File: src/hdl/gnn_defines.svh
`ifndef GNN_DEFINES_SVH
`define GNN_DEFINES_SVH

// Feature vector shape
`define FV_NUM 8
`define FV_WIDTH 16

// Node addressing
`define NODE_ID_WIDTH 4

// Reservation station queue depth and initial credit
`define RS_DEPTH 4

// One output SRAM row per node id
`define SRAM_NODES 16

`endif

File: src/hdl/gnn_pkg.sv
`include "gnn_defines.svh"

package gnn_pkg;

    typedef struct packed {
        logic                          valid;
        logic                          sos;
        logic                          eos;
        logic [`NODE_ID_WIDTH-1:0]     nodeid;
        logic [`FV_WIDTH-1:0]          weight;
        logic [1:0][`FV_WIDTH-1:0]     fv;
        logic                          done_aggr;
        logic                          wb_en;
    } edge_beat_t;

    typedef struct packed {
        logic                          valid;
        logic                          sos;
        logic                          eos;
        logic [`NODE_ID_WIDTH-1:0]     nodeid;
        logic [1:0][`FV_WIDTH-1:0]     fv;    // Already weighted
        logic                          done_aggr;
        logic                          wb_en;
    } pe2bank_t;

    typedef struct packed {
        logic                          valid;
        logic                          sos;
        logic                          eos;
        logic [`NODE_ID_WIDTH-1:0]     nodeid;
        logic [1:0][`FV_WIDTH-1:0]     fv;
    } bank2rs_t;

    typedef struct packed {
        logic                          req;
        logic                          valid;
        logic                          sos;
        logic                          eos;
        logic [`NODE_ID_WIDTH-1:0]     nodeid;
        logic [1:0][`FV_WIDTH-1:0]     fv;
    } bank2sram_t;

    typedef struct packed {
        logic [`FV_NUM-1:0][`FV_WIDTH-1:0] fv;   // One whole node row
    } sram_rd_t;

    typedef enum logic [2:0] {
        IDLE,
        STREAM_IN,
        COMPLETE,
        OUT_RS,
        OUT_FV_WAIT,
        OUT_FV
    } bank_state_e;

endpackage

File: src/hdl/edge_buffer_bank.sv
`timescale 1ns/1ps
`include "gnn_defines.svh"

module edge_buffer_bank
    import gnn_pkg::*;
(
    input  logic       clk,
    input  logic       reset,
    input  pe2bank_t   pe_pkt,
    output bank2rs_t   rs_pkt,
    input  logic       rs_credit,
    output bank2sram_t outbuff_pkt,
    input  logic       sram_grant,
    output logic       bank_busy
);

    localparam int PAIRS = `FV_NUM / 2;
    localparam int PW    = $clog2(PAIRS);
    localparam int CW    = $clog2(`RS_DEPTH + 1);

    bank_state_e state;

    logic [PAIRS-1:0][1:0][`FV_WIDTH-1:0] buffer;
    logic [PW-1:0]             pair;        // Current element pair
    logic [PW-1:0]             last_pair;   // Stream length minus one
    logic [`NODE_ID_WIDTH-1:0] cur_nodeid;
    logic                      acc_open;    // Buffer holds a partial sum
    logic                      flag_done;
    logic                      flag_wb;
    logic [CW-1:0]             credit;
    logic                      beat_in;
    logic                      send;

    assign beat_in = pe_pkt.valid && (state == STREAM_IN || (state == IDLE && pe_pkt.sos));
    assign send    = (state == OUT_RS) && (credit != '0);

    assign bank_busy = !(state == IDLE || state == STREAM_IN) || (pe_pkt.valid && pe_pkt.eos);

    always_comb begin
        outbuff_pkt        = '0;
        outbuff_pkt.nodeid = cur_nodeid;
        outbuff_pkt.fv     = buffer[pair];
        outbuff_pkt.req    = (state == OUT_FV_WAIT);
        if (state == OUT_FV) begin
            outbuff_pkt.valid = 1'b1;
            outbuff_pkt.sos   = (pair == '0);
            outbuff_pkt.eos   = (pair == last_pair);
        end
    end

    always_ff @(posedge clk) begin
        if (!reset) begin
            state      <= IDLE;
            buffer     <= '0;
            pair       <= '0;
            last_pair  <= '0;
            cur_nodeid <= '0;
            acc_open   <= 1'b0;
            flag_done  <= 1'b0;
            flag_wb    <= 1'b0;
            credit     <= CW'(`RS_DEPTH);
            rs_pkt     <= '0;
        end else begin
            credit       <= credit + CW'(rs_credit) - CW'(send);
            rs_pkt.valid <= 1'b0;

            case (state)
                IDLE, STREAM_IN: begin
                    if (beat_in) begin
                        buffer[pair][0] <= buffer[pair][0] + pe_pkt.fv[0];    // Wraps mod 2^FV_WIDTH
                        buffer[pair][1] <= buffer[pair][1] + pe_pkt.fv[1];
                        if (pe_pkt.sos && !acc_open) begin
                            cur_nodeid <= pe_pkt.nodeid;
                            acc_open   <= 1'b1;
                        end
                        if (pe_pkt.eos) begin
                            last_pair <= pair;
                            flag_done <= pe_pkt.done_aggr;
                            flag_wb   <= pe_pkt.wb_en;
                            pair      <= '0;
                            state     <= COMPLETE;
                        end else begin
                            pair  <= pair + 1'b1;
                            state <= STREAM_IN;
                        end
                    end
                end
                COMPLETE: begin
                    if (flag_done) begin
                        state <= OUT_RS;
                    end else if (flag_wb) begin
                        state <= OUT_FV_WAIT;
                    end else begin
                        state <= IDLE;    // Keep the partial sum for the next edge
                    end
                end
                OUT_RS: begin
                    if (send) begin
                        rs_pkt <= '{valid:  1'b1,
                                    sos:    (pair == '0),
                                    eos:    (pair == last_pair),
                                    nodeid: cur_nodeid,
                                    fv:     buffer[pair]};
                        pair <= pair + 1'b1;
                        if (pair == last_pair) begin
                            state    <= IDLE;
                            buffer   <= '0;
                            pair     <= '0;
                            acc_open <= 1'b0;
                        end
                    end
                end
                OUT_FV_WAIT: begin
                    if (sram_grant) begin
                        state <= OUT_FV;
                    end
                end
                OUT_FV: begin
                    pair <= pair + 1'b1;    // Writer never stalls
                    if (pair == last_pair) begin
                        state    <= IDLE;
                        buffer   <= '0;
                        pair     <= '0;
                        acc_open <= 1'b0;
                    end
                end
                default: begin
                    state <= IDLE;
                end
            endcase
        end
    end

    // Queue returns at most one credit per beat it was sent
    a_credit_bound: assert property (
        @(posedge clk) disable iff (!reset)
        credit <= CW'(`RS_DEPTH)
    );

    // Outside must see bank_busy low the cycle before a new stream enters
    a_sos_not_busy: assert property (
        @(posedge clk) disable iff (!reset)
        pe_pkt.valid && pe_pkt.sos |-> !$past(bank_busy)
    );

endmodule

File: src/hdl/edge_pe.sv
`timescale 1ns/1ps

module edge_pe
    import gnn_pkg::*;
(
    input  logic       clk,
    input  logic       reset,
    input  edge_beat_t edge_in,
    output pe2bank_t   pe_pkt
);

    logic in_stream;    // Between a sos beat and its eos beat

    always_ff @(posedge clk) begin
        if (!reset) begin
            pe_pkt.valid <= 1'b0;
            pe_pkt.sos   <= 1'b0;
            pe_pkt.eos   <= 1'b0;
        end else begin
            pe_pkt.valid <= edge_in.valid;
            pe_pkt.sos   <= edge_in.valid && edge_in.sos;
            pe_pkt.eos   <= edge_in.valid && edge_in.eos;
            if (edge_in.valid) begin
                pe_pkt.nodeid    <= edge_in.nodeid;
                pe_pkt.done_aggr <= edge_in.done_aggr;
                pe_pkt.wb_en     <= edge_in.wb_en;
                for (int i = 0; i < 2; i++) begin
                    pe_pkt.fv[i] <= edge_in.fv[i] * edge_in.weight;    // Truncated product
                end
            end
        end
    end

    always_ff @(posedge clk) begin
        if (!reset) begin
            in_stream <= 1'b0;
        end else if (edge_in.valid) begin
            in_stream <= !edge_in.eos;
        end
    end

    // A new stream only opens after the previous one has closed
    a_sos_after_eos: assert property (
        @(posedge clk) disable iff (!reset)
        edge_in.valid && edge_in.sos |-> !in_stream
    );

endmodule

File: src/hdl/gnn_aggr_top.sv
`timescale 1ns/1ps
`include "gnn_defines.svh"

module gnn_aggr_top
    import gnn_pkg::*;
(
    input  logic                      clk,
    input  logic                      reset,
    input  edge_beat_t                edge_in,
    output logic                      bank_busy,
    output bank2rs_t                  rs_out,
    input  logic                      rs_ready,
    input  logic                      sram_rd_en,
    input  logic [`NODE_ID_WIDTH-1:0] sram_rd_addr,
    output sram_rd_t                  sram_rd_data
);

    pe2bank_t   pe_pkt;
    bank2rs_t   rs_pkt;
    bank2sram_t outbuff_pkt;
    logic       rs_credit;
    logic       sram_grant;

    edge_pe u_pe (
        .clk     (clk),
        .reset   (reset),
        .edge_in (edge_in),
        .pe_pkt  (pe_pkt)
    );

    edge_buffer_bank u_bank (
        .clk         (clk),
        .reset       (reset),
        .pe_pkt      (pe_pkt),
        .rs_pkt      (rs_pkt),
        .rs_credit   (rs_credit),
        .outbuff_pkt (outbuff_pkt),
        .sram_grant  (sram_grant),
        .bank_busy   (bank_busy)
    );

    output_sram_writer u_writer (
        .clk          (clk),
        .reset        (reset),
        .outbuff_pkt  (outbuff_pkt),
        .sram_grant   (sram_grant),
        .sram_rd_en   (sram_rd_en),
        .sram_rd_addr (sram_rd_addr),
        .sram_rd_data (sram_rd_data)
    );

    rs_queue u_rsq (
        .clk       (clk),
        .reset     (reset),
        .rs_pkt    (rs_pkt),
        .rs_credit (rs_credit),
        .rs_out    (rs_out),
        .rs_ready  (rs_ready)
    );

endmodule

File: src/hdl/output_sram_writer.sv
`timescale 1ns/1ps
`include "gnn_defines.svh"

module output_sram_writer
    import gnn_pkg::*;
(
    input  logic                      clk,
    input  logic                      reset,
    input  bank2sram_t                outbuff_pkt,
    output logic                      sram_grant,
    input  logic                      sram_rd_en,
    input  logic [`NODE_ID_WIDTH-1:0] sram_rd_addr,
    output sram_rd_t                  sram_rd_data
);

    localparam int PW = $clog2(`FV_NUM / 2);

    sram_rd_t      mem [`SRAM_NODES];
    logic          busy;    // Receiving a granted vector
    logic [PW-1:0] pair;

    always_ff @(posedge clk) begin
        if (!reset) begin
            busy       <= 1'b0;
            sram_grant <= 1'b0;
            pair       <= '0;
        end else begin
            sram_grant <= 1'b0;
            if (!busy && outbuff_pkt.req) begin
                sram_grant <= 1'b1;    // Single cycle grant
                busy       <= 1'b1;
            end
            if (busy && outbuff_pkt.valid) begin
                pair <= pair + 1'b1;
                if (outbuff_pkt.eos) begin
                    busy <= 1'b0;
                    pair <= '0;
                end
            end
        end
    end

    always_ff @(posedge clk) begin
        if (!reset) begin
            for (int n = 0; n < `SRAM_NODES; n++) begin
                mem[n] <= '0;
            end
        end else if (busy && outbuff_pkt.valid) begin
            mem[outbuff_pkt.nodeid].fv[{pair, 1'b0}] <= outbuff_pkt.fv[0];
            mem[outbuff_pkt.nodeid].fv[{pair, 1'b1}] <= outbuff_pkt.fv[1];
        end
    end

    always_ff @(posedge clk) begin
        if (sram_rd_en) begin
            sram_rd_data <= mem[sram_rd_addr];
        end
    end

    // Bank starts a writeback only on the cycle after a grant
    a_beat_after_grant: assert property (
        @(posedge clk) disable iff (!reset)
        outbuff_pkt.valid && outbuff_pkt.sos |-> $past(sram_grant)
    );

endmodule

File: src/hdl/rs_queue.sv
`timescale 1ns/1ps
`include "gnn_defines.svh"

module rs_queue
    import gnn_pkg::*;
(
    input  logic     clk,
    input  logic     reset,
    input  bank2rs_t rs_pkt,
    output logic     rs_credit,
    output bank2rs_t rs_out,
    input  logic     rs_ready
);

    localparam int AW = $clog2(`RS_DEPTH);
    localparam int CW = $clog2(`RS_DEPTH + 1);

    bank2rs_t      mem [`RS_DEPTH];
    logic [AW-1:0] head;
    logic [AW-1:0] tail;
    logic [CW-1:0] count;
    logic          push;
    logic          pop;

    assign push      = rs_pkt.valid;
    assign pop       = rs_out.valid && rs_ready;
    assign rs_credit = pop;    // One credit back per dequeued beat

    always_comb begin
        rs_out       = mem[head];
        rs_out.valid = (count != '0);
    end

    always_ff @(posedge clk) begin
        if (!reset) begin
            head  <= '0;
            tail  <= '0;
            count <= '0;
        end else begin
            count <= count + CW'(push) - CW'(pop);
            if (push) begin
                tail <= (tail == AW'(`RS_DEPTH - 1)) ? '0 : tail + 1'b1;
            end
            if (pop) begin
                head <= (head == AW'(`RS_DEPTH - 1)) ? '0 : head + 1'b1;
            end
        end
    end

    always_ff @(posedge clk) begin
        if (push) begin
            mem[tail] <= rs_pkt;
        end
    end

    // A push into a full queue means the bank overspent its credit
    a_no_overflow: assert property (
        @(posedge clk) disable iff (!reset)
        push |-> count < CW'(`RS_DEPTH)
    );

endmodule

File: config.mk
export PLATFORM = sky130hd
export DESIGN_NAME = gnn_aggr_top
export DESIGN_NICKNAME = d
export VERILOG_FILES = /design/src/hdl/gnn_pkg.sv /design/src/hdl/edge_buffer_bank.sv /design/src/hdl/edge_pe.sv /design/src/hdl/gnn_aggr_top.sv /design/src/hdl/output_sram_writer.sv /design/src/hdl/rs_queue.sv
export VERILOG_INCLUDE_DIRS = /design/src /design/src/hdl
export SDC_FILE = /design/constraint.sdc
export NUM_CORES = 2
export LEC_CHECK = 0
export BUFFER_PORTS_ARGS = -buffer_cell sky130_fd_sc_hd__buf_2
export CORE_UTILIZATION = 40
export DETAILED_ROUTE_END_ITERATION = 10
export PLACE_DENSITY = 0.66
export RECOVER_POWER = 100
export REMOVE_ABC_BUFFERS = 1
export SETUP_SLACK_MARGIN = 0.5
export SYNTH_ARGS = -nofsm -noshare
export SYNTH_HDL_FRONTEND = slang
export SYNTH_SLANG_ARGS = --single-unit
File: constraint.sdc
create_clock -name clk -period 5.3 [get_ports clk]
set_clock_uncertainty 0.1 [all_clocks]
set_input_delay 0.265 -clock clk [delete_from_list [all_inputs] [get_ports clk]]
set_output_delay 0.265 -clock clk [all_outputs]
set_load 0.02 [all_outputs]
Word-level counts from Yosys, hierarchy flattened:

Memory sizes are Yosys's and may differ from the RTL's. A register that Yosys moved wholly into a read port is not among the register bits.
Cells that the tools add are included.

* $add $sub $neg: 10
* $mul: 2
* divide/modulo/power cells: 0
* $lt $le $gt $ge: 6
* equality and inequality tests: 12
* shift-type cells: 0
* multiplexer cells: 55
* bitwise operators: 0
* reduce and logical (&&, ||, !) cells: 34

Operators by type and width (number)
* two-way mux 128 bit: 5
* case mux 128 bit (3 select lines): 1
* bitwise mux 128 bit: 2
* demux 32 bit (select 2 bit): 2
* two-way mux 64 bit: 2
* OR reduction 128 bit: 1
* binary-select mux 32 bit (select 2 bit): 1
* demux 16 bit (select 2 bit): 2
* two-way mux 32 bit: 2
* two-way mux 16 bit: 3
* two-way mux 39 bit: 1
* adder 16 bit: 2
* multiplier 16 x 16 -> 16 bit: 2
* two-way mux 3 bit: 7
* two-way mux 2 bit: 10
* case mux 3 bit (5 select lines): 1
* logical AND 1 bit: 13
* two-way mux 1 bit: 13
* AND reduction 3 bit: 4
* nonzero test 3 bit: 3
* adder 2 x 1 -> 2 bit (second input constant): 4
* less-than comparator 3 x 4 -> 1 bit (second input constant): 2
* adder 3 x 1 -> 3 bit: 2
* == test 3 x 2 -> 1 bit (second input constant): 2
* 20 further kinds: 32

* register bits after elaboration: 236
* bits in latches: 0
* memory bits (writable): 2204
* bits in read-only memories: 0
* bits of input ports: 65
* output and inout port bits: 168
* memories kept: 2

Memory list
* u_writer.mem: words 16, width 128, read ports 1, clocked after Yosys merged registers in 1, write ports 16, RTL line output_sram_writer.sv:18 `` sram_rd_t mem [`SRAM_NODES]; ``
* u_rsq.mem: words 4, width 39, read ports 1, clocked after Yosys merged registers in 1, write ports 1, RTL line rs_queue.sv:18 `` bank2rs_t mem [`RS_DEPTH]; ``

Longest topological paths before layout:

* depth in word-level cells: 8
* depth in mapped cells: 21

By module:

From an unflattened synthesis, not the netlist that was laid out.

* cell total of the unflattened synthesis: 8043
* area, all modules: 120591.9 um^2

By module, submodules not included
* output_sram_writer: times used 1, cells an instance 5873, area an instance 96413.7 um^2, sequential area each 65422.7 um^2
* edge_pe: times used 1, cells an instance 988, area an instance 9128.8 um^2, sequential area each 1201.2 um^2
* edge_buffer_bank: times used 1, cells an instance 941, area an instance 9086.2 um^2, sequential area each 3683.5 um^2
* rs_queue: times used 1, cells an instance 241, area an instance 5963.2 um^2, sequential area each 4744.6 um^2

Least setup slack after synthesis:

No wires, ideal clock.

* path type: input-to-reg
* start: input edge_in[35] (netlist bit)
* end: register, netlist name u_pe.pe_pkt[17]
* setup time: 0.260 ns
* data arrival time: 5.375 ns
* path slack: -0.435 ns
* stages on the path: 17
* buffers on the path: 2
* cells stage by stage: clkbuf_1 -> clkbuf_1 -> nand2_1 -> fa_1 -> fa_1 -> fa_1 -> fa_1 -> inv_1 -> fa_1 -> inv_1 -> fa_1 -> inv_1 -> ha_1 -> and3_1 -> a2111oi_0 -> a21oi_1 -> xnor2_1

* longest elaborated chain between the ends: 1

RTL lines
* start, declared: RTL line gnn_aggr_top.sv:9 `input edge_beat_t edge_in,`
* multiplier 16 x 16 -> 16 bit: RTL line edge_pe.sv:28 `pe_pkt.fv[i] <= edge_in.fv[i] * edge_in.weight;`

Every way passes these cells.
A chain may end at the register's enable or synchronous reset.

==> run summary <==
Sorting the synthesized cells by area gives the leading types as sky130_fd_sc_hd__edfxtp_1, sky130_fd_sc_hd__mux4_2, sky130_fd_sc_hd__nor2_1. The part of the Yosys area used for sequential elements was 0.655; the post-CTS setup buffer count was 0. For the global router's overall resource usage, the log shows 0.219. At the pin with the least slew margin, the transition time is 3.41 ns. Setup repair after global routing left no endpoint under its margin.

The via count of the first global-routing pass came out at 69600. At the placement stage, the worst setup path has a slack of -0.453 ns. The multi-input combinational cell area is 0.0362 mm^2, and the data arrival time of the critical path is 5.14 ns.

At the worst endpoint, the required time is 5.66 ns. In this run the worst path has a maximum fanout of 33. TritonCTS built the clock tree. The maximum clock frequency is 0.209 GHz. The effective utilization at floorplan was 0.402.

In this run the clock root is driven by a sky130_fd_sc_hd__clkbuf_16. The logs give -1.28 for the headroom to the max-slew limit and 196 for the number of standard-cell rows in the floorplan. The post-synthesis instance area was 0.115 mm^2; the number of buffers inserted by port buffering was 232. The tools report the maximum number of pins on one net before global-route repair as 102. In the final timing run, aggregate negative setup slack is 0 ns. In this run the cell area measured after placement is 0.121 mm^2. The run gives 0 as the number of warnings issued by yosys. The growth of design area from synthesis to finish works out to 12.6%. No sink is reached through more buffers than the 4 on the longest clock path.

For this run, design rule violations remaining after detail routing come to 0. At the end of routability-driven placement, the weighted congestion stood at 0.853. For this design the top-level I/O count stands at 233. For this design the static power due to leakage is 44.2 nW. The die area was 0.289 mm^2; the ratio of routed vias to standard cells was 5.66.

The tools report the global-route congestion overflow total as 0. After detailed routing, the average wire length per cell comes to 26.6 um. The first global-routing pass estimated 464000 um of wire.

Setup violations remaining at the end of the flow were counted as 0. The power density normalized to cell area was 390 mW/mm^2; the worst ir drop on vdd was 0.387 mV. Number of nets with antenna violations after routing: 0.

The checks that failed: max-capacitance violations, max-slew violations. STA classifies the critical path endpoint as a flip-flop. Summed over all instances, the cell type with the most area after synthesis is sky130_fd_sc_hd__edfxtp_1.

The tightest min-delay check is of the input pin to flip-flop type. Overall power consumption after layout is estimated at 0.0503 W. Start-to-end type of the worst setup path: flip-flop to flip-flop.

Share of the synthesized area in the top cell type: 0.620. The share of flip-flops with an asynchronous set or reset was 0; the initial antenna violation count was 12. The region available for standard cell placement spans 0.285 mm^2.

STA classifies the critical path startpoint as a flip-flop. The final core utilization is 0.453, and the synthesized area per cell is 14.5 um^2. Among all flip-flop cells after synthesis, the most frequent one is sky130_fd_sc_hd__edfxtp_1.

The count of routing violations after the opening detailed-route iteration came out at 8348. The final worst-path cycle share is 0.902, and the overall via count from detail_route is 67900. The post-route cell area was 0.129 mm^2. For the final net count, the log shows 8420. The flip-flop and latch count after synthesis was 2566; the die boundary width was 537 um.

The clock input transition at the sequential cells of the worst setup and hold paths came out at 0.06 ns. The layout has 24700 filler cells. The count of pins over their slew limit came out at 844. The run finished, with violations left. The number of hold violations in the final report came out at 0.

The share of layout cells above drive strength 1 is 0.178, and the number of buffers created by CTS is 267. The tool flagged a number of max-cap violations equal to 19. The first detailed-routing pass took 5 iterations. The clock net in this run drives a total of 2566 sinks. Counting flops with a built-in enable in the synthesized netlist gives 2366.

Counting I/O delays and the setup requirement, the final critical path takes 4.78 ns. The register area came out at 0.0751 mm^2. In this run the vertical extent of the chip is 537 um. The clock reaches the later pin of the worst-skew pair after 0.85 ns. The H-tree depth was 5. The detailed-placement wirelength estimate came out at 188000 um. Setup slack on the critical path of the routed design comes to 0.517 ns. Synthesis produced 7885 cells.

Wires add up to 319000 um. Yosys mapped the design onto 58 distinct sky130hd cell types.
## registers in the layout, summed over array words and instances, names as in the netlist, 2 cells and up, named ones only
signal                 cells
u_bank.state               3
u_bank.rs_pkt             39
u_bank.credit              3
u_rsq.head                 2
u_bank.pair                2
u_writer.mem            2048
u_rsq.count                3
u_bank.buffer            128
u_rsq.tail                 2
u_writer.sram_rd_data    128
u_writer.pair              2
u_bank.cur_nodeid          4
u_rsq.mem                152
u_pe.pe_pkt               41
u_bank.last_pair           2
## cell type report
cell class,instances,share of cell area
Clock buffer,350,0.0567
Antenna cell,1,0.0000194
Inverter,279,0.00811
Clock inverter,112,0.00833
Timing Repair Buffer,582,0.0283
Sequential cell,2566,0.581
Multi-Input combinational cell,4350,0.281
Tap cell,3762,0.0365
## cells in the mapped netlist (86+ instances only)
| master | n |
|---|---|
| sky130_fd_sc_hd__and2_1 | 195 |
| sky130_fd_sc_hd__clkbuf_1 | 601 |
| sky130_fd_sc_hd__dfxtp_1 | 200 |
| sky130_fd_sc_hd__edfxtp_1 | 2366 |
| sky130_fd_sc_hd__fa_1 | 164 |
| sky130_fd_sc_hd__ha_1 | 145 |
| sky130_fd_sc_hd__inv_1 | 278 |
| sky130_fd_sc_hd__mux4_2 | 671 |
| sky130_fd_sc_hd__nand2_1 | 387 |
| sky130_fd_sc_hd__nor2_1 | 2090 |
| sky130_fd_sc_hd__nor2b_1 | 86 |
| sky130_fd_sc_hd__o21ai_0 | 108 |
| sky130_fd_sc_hd__xnor2_1 | 88 |
## what timing repair did
item / CTS / global route
gates resized for setup: 3 / 18
pin swaps: 0 / 3
endpoints found under the hold margin: 99 / 0
hold buffers: 18 / 0
endpoints found under the setup margin: 2 / 4
## logic make-up (layout without fill, tap and decap cells)
group           after synthesis  in the layout  synth area share
mux                         745            745             0.139
xor+xnor                    111            111           0.00848
simple gates               2830           2830             0.100
compound gates              355            355            0.0208
buf+inv                     969           1323            0.0326
flops                      2566           2566             0.655
other cells                   0              1                 0
fa+ha+maj                   309            309            0.0445
## final timing paths
check               startpoint                   end  slack (ns)  depth (start not counted)
max            u_bank.state[2]  u_writer.mem[14][11]        0.52                         10
min                 edge_in[3]        u_pe.pe_pkt[3]        0.06                          4
max reg2reg    u_bank.state[2]  u_writer.mem[14][11]        0.52                         10
min reg2reg  u_bank.buffer[78]     u_bank.buffer[78]        0.36                          2
## stage by stage
| step | std cells | hold WS [ns] |
|---|---|---|
| final | 12000 | 0.0640 |
| after global routing | 12000 | 0.0679 |
| after CTS | 12000 | 0.0160 |
| after detailed placement | 11500 | 0.344 |
| after global placement | 11500 | 0.329 |
| after floorplan | 7195 | 0.227 |
## power by group
part	switching, W	internal, W
Combinational	0.00475	0.00381
Clock	0.00777	0.0106
Sequential	0.000295	0.0231
Total	0.0128	0.0375
## worst max-delay path, cell delays in order (launching register included)
cell	delay, ns
sky130_fd_sc_hd__dfxtp_1	0.61
sky130_fd_sc_hd__inv_1	0.14
sky130_fd_sc_hd__nor2_1	0.36
sky130_fd_sc_hd__nand2_1	0.12
sky130_fd_sc_hd__nor2_1	0.12
sky130_fd_sc_hd__clkbuf_1	0.58
sky130_fd_sc_hd__and2_0	0.82
sky130_fd_sc_hd__nand2_1	0.15
sky130_fd_sc_hd__clkbuf_2	0.63
sky130_fd_sc_hd__nand2_1	0.24
sky130_fd_sc_hd__buf_4	0.51
## placed cells by master (no fill, tap or decap), types with 142 or more instances in the layout
cell,n
sky130_fd_sc_hd__and2_1,143
sky130_fd_sc_hd__edfxtp_1,2366
sky130_fd_sc_hd__clkbuf_1,276
sky130_fd_sc_hd__fa_1,164
sky130_fd_sc_hd__clkbuf_16,276
sky130_fd_sc_hd__nor2_1,2089
sky130_fd_sc_hd__buf_4,173
sky130_fd_sc_hd__nand2_1,382
sky130_fd_sc_hd__inv_1,277
sky130_fd_sc_hd__ha_1,142
sky130_fd_sc_hd__mux4_2,671
sky130_fd_sc_hd__dfxtp_1,197
## metal layers
metal	track usage	vias to the layer above	wire (um)
met1	0.281	35100	120000
met5	0	-	27
met3	0.0366	573	29300
li1	-	28600	-
met4	0.0880	4	13500
met2	0.370	3650	156000
No activity file was read; power rests on OpenSTA's default activity.
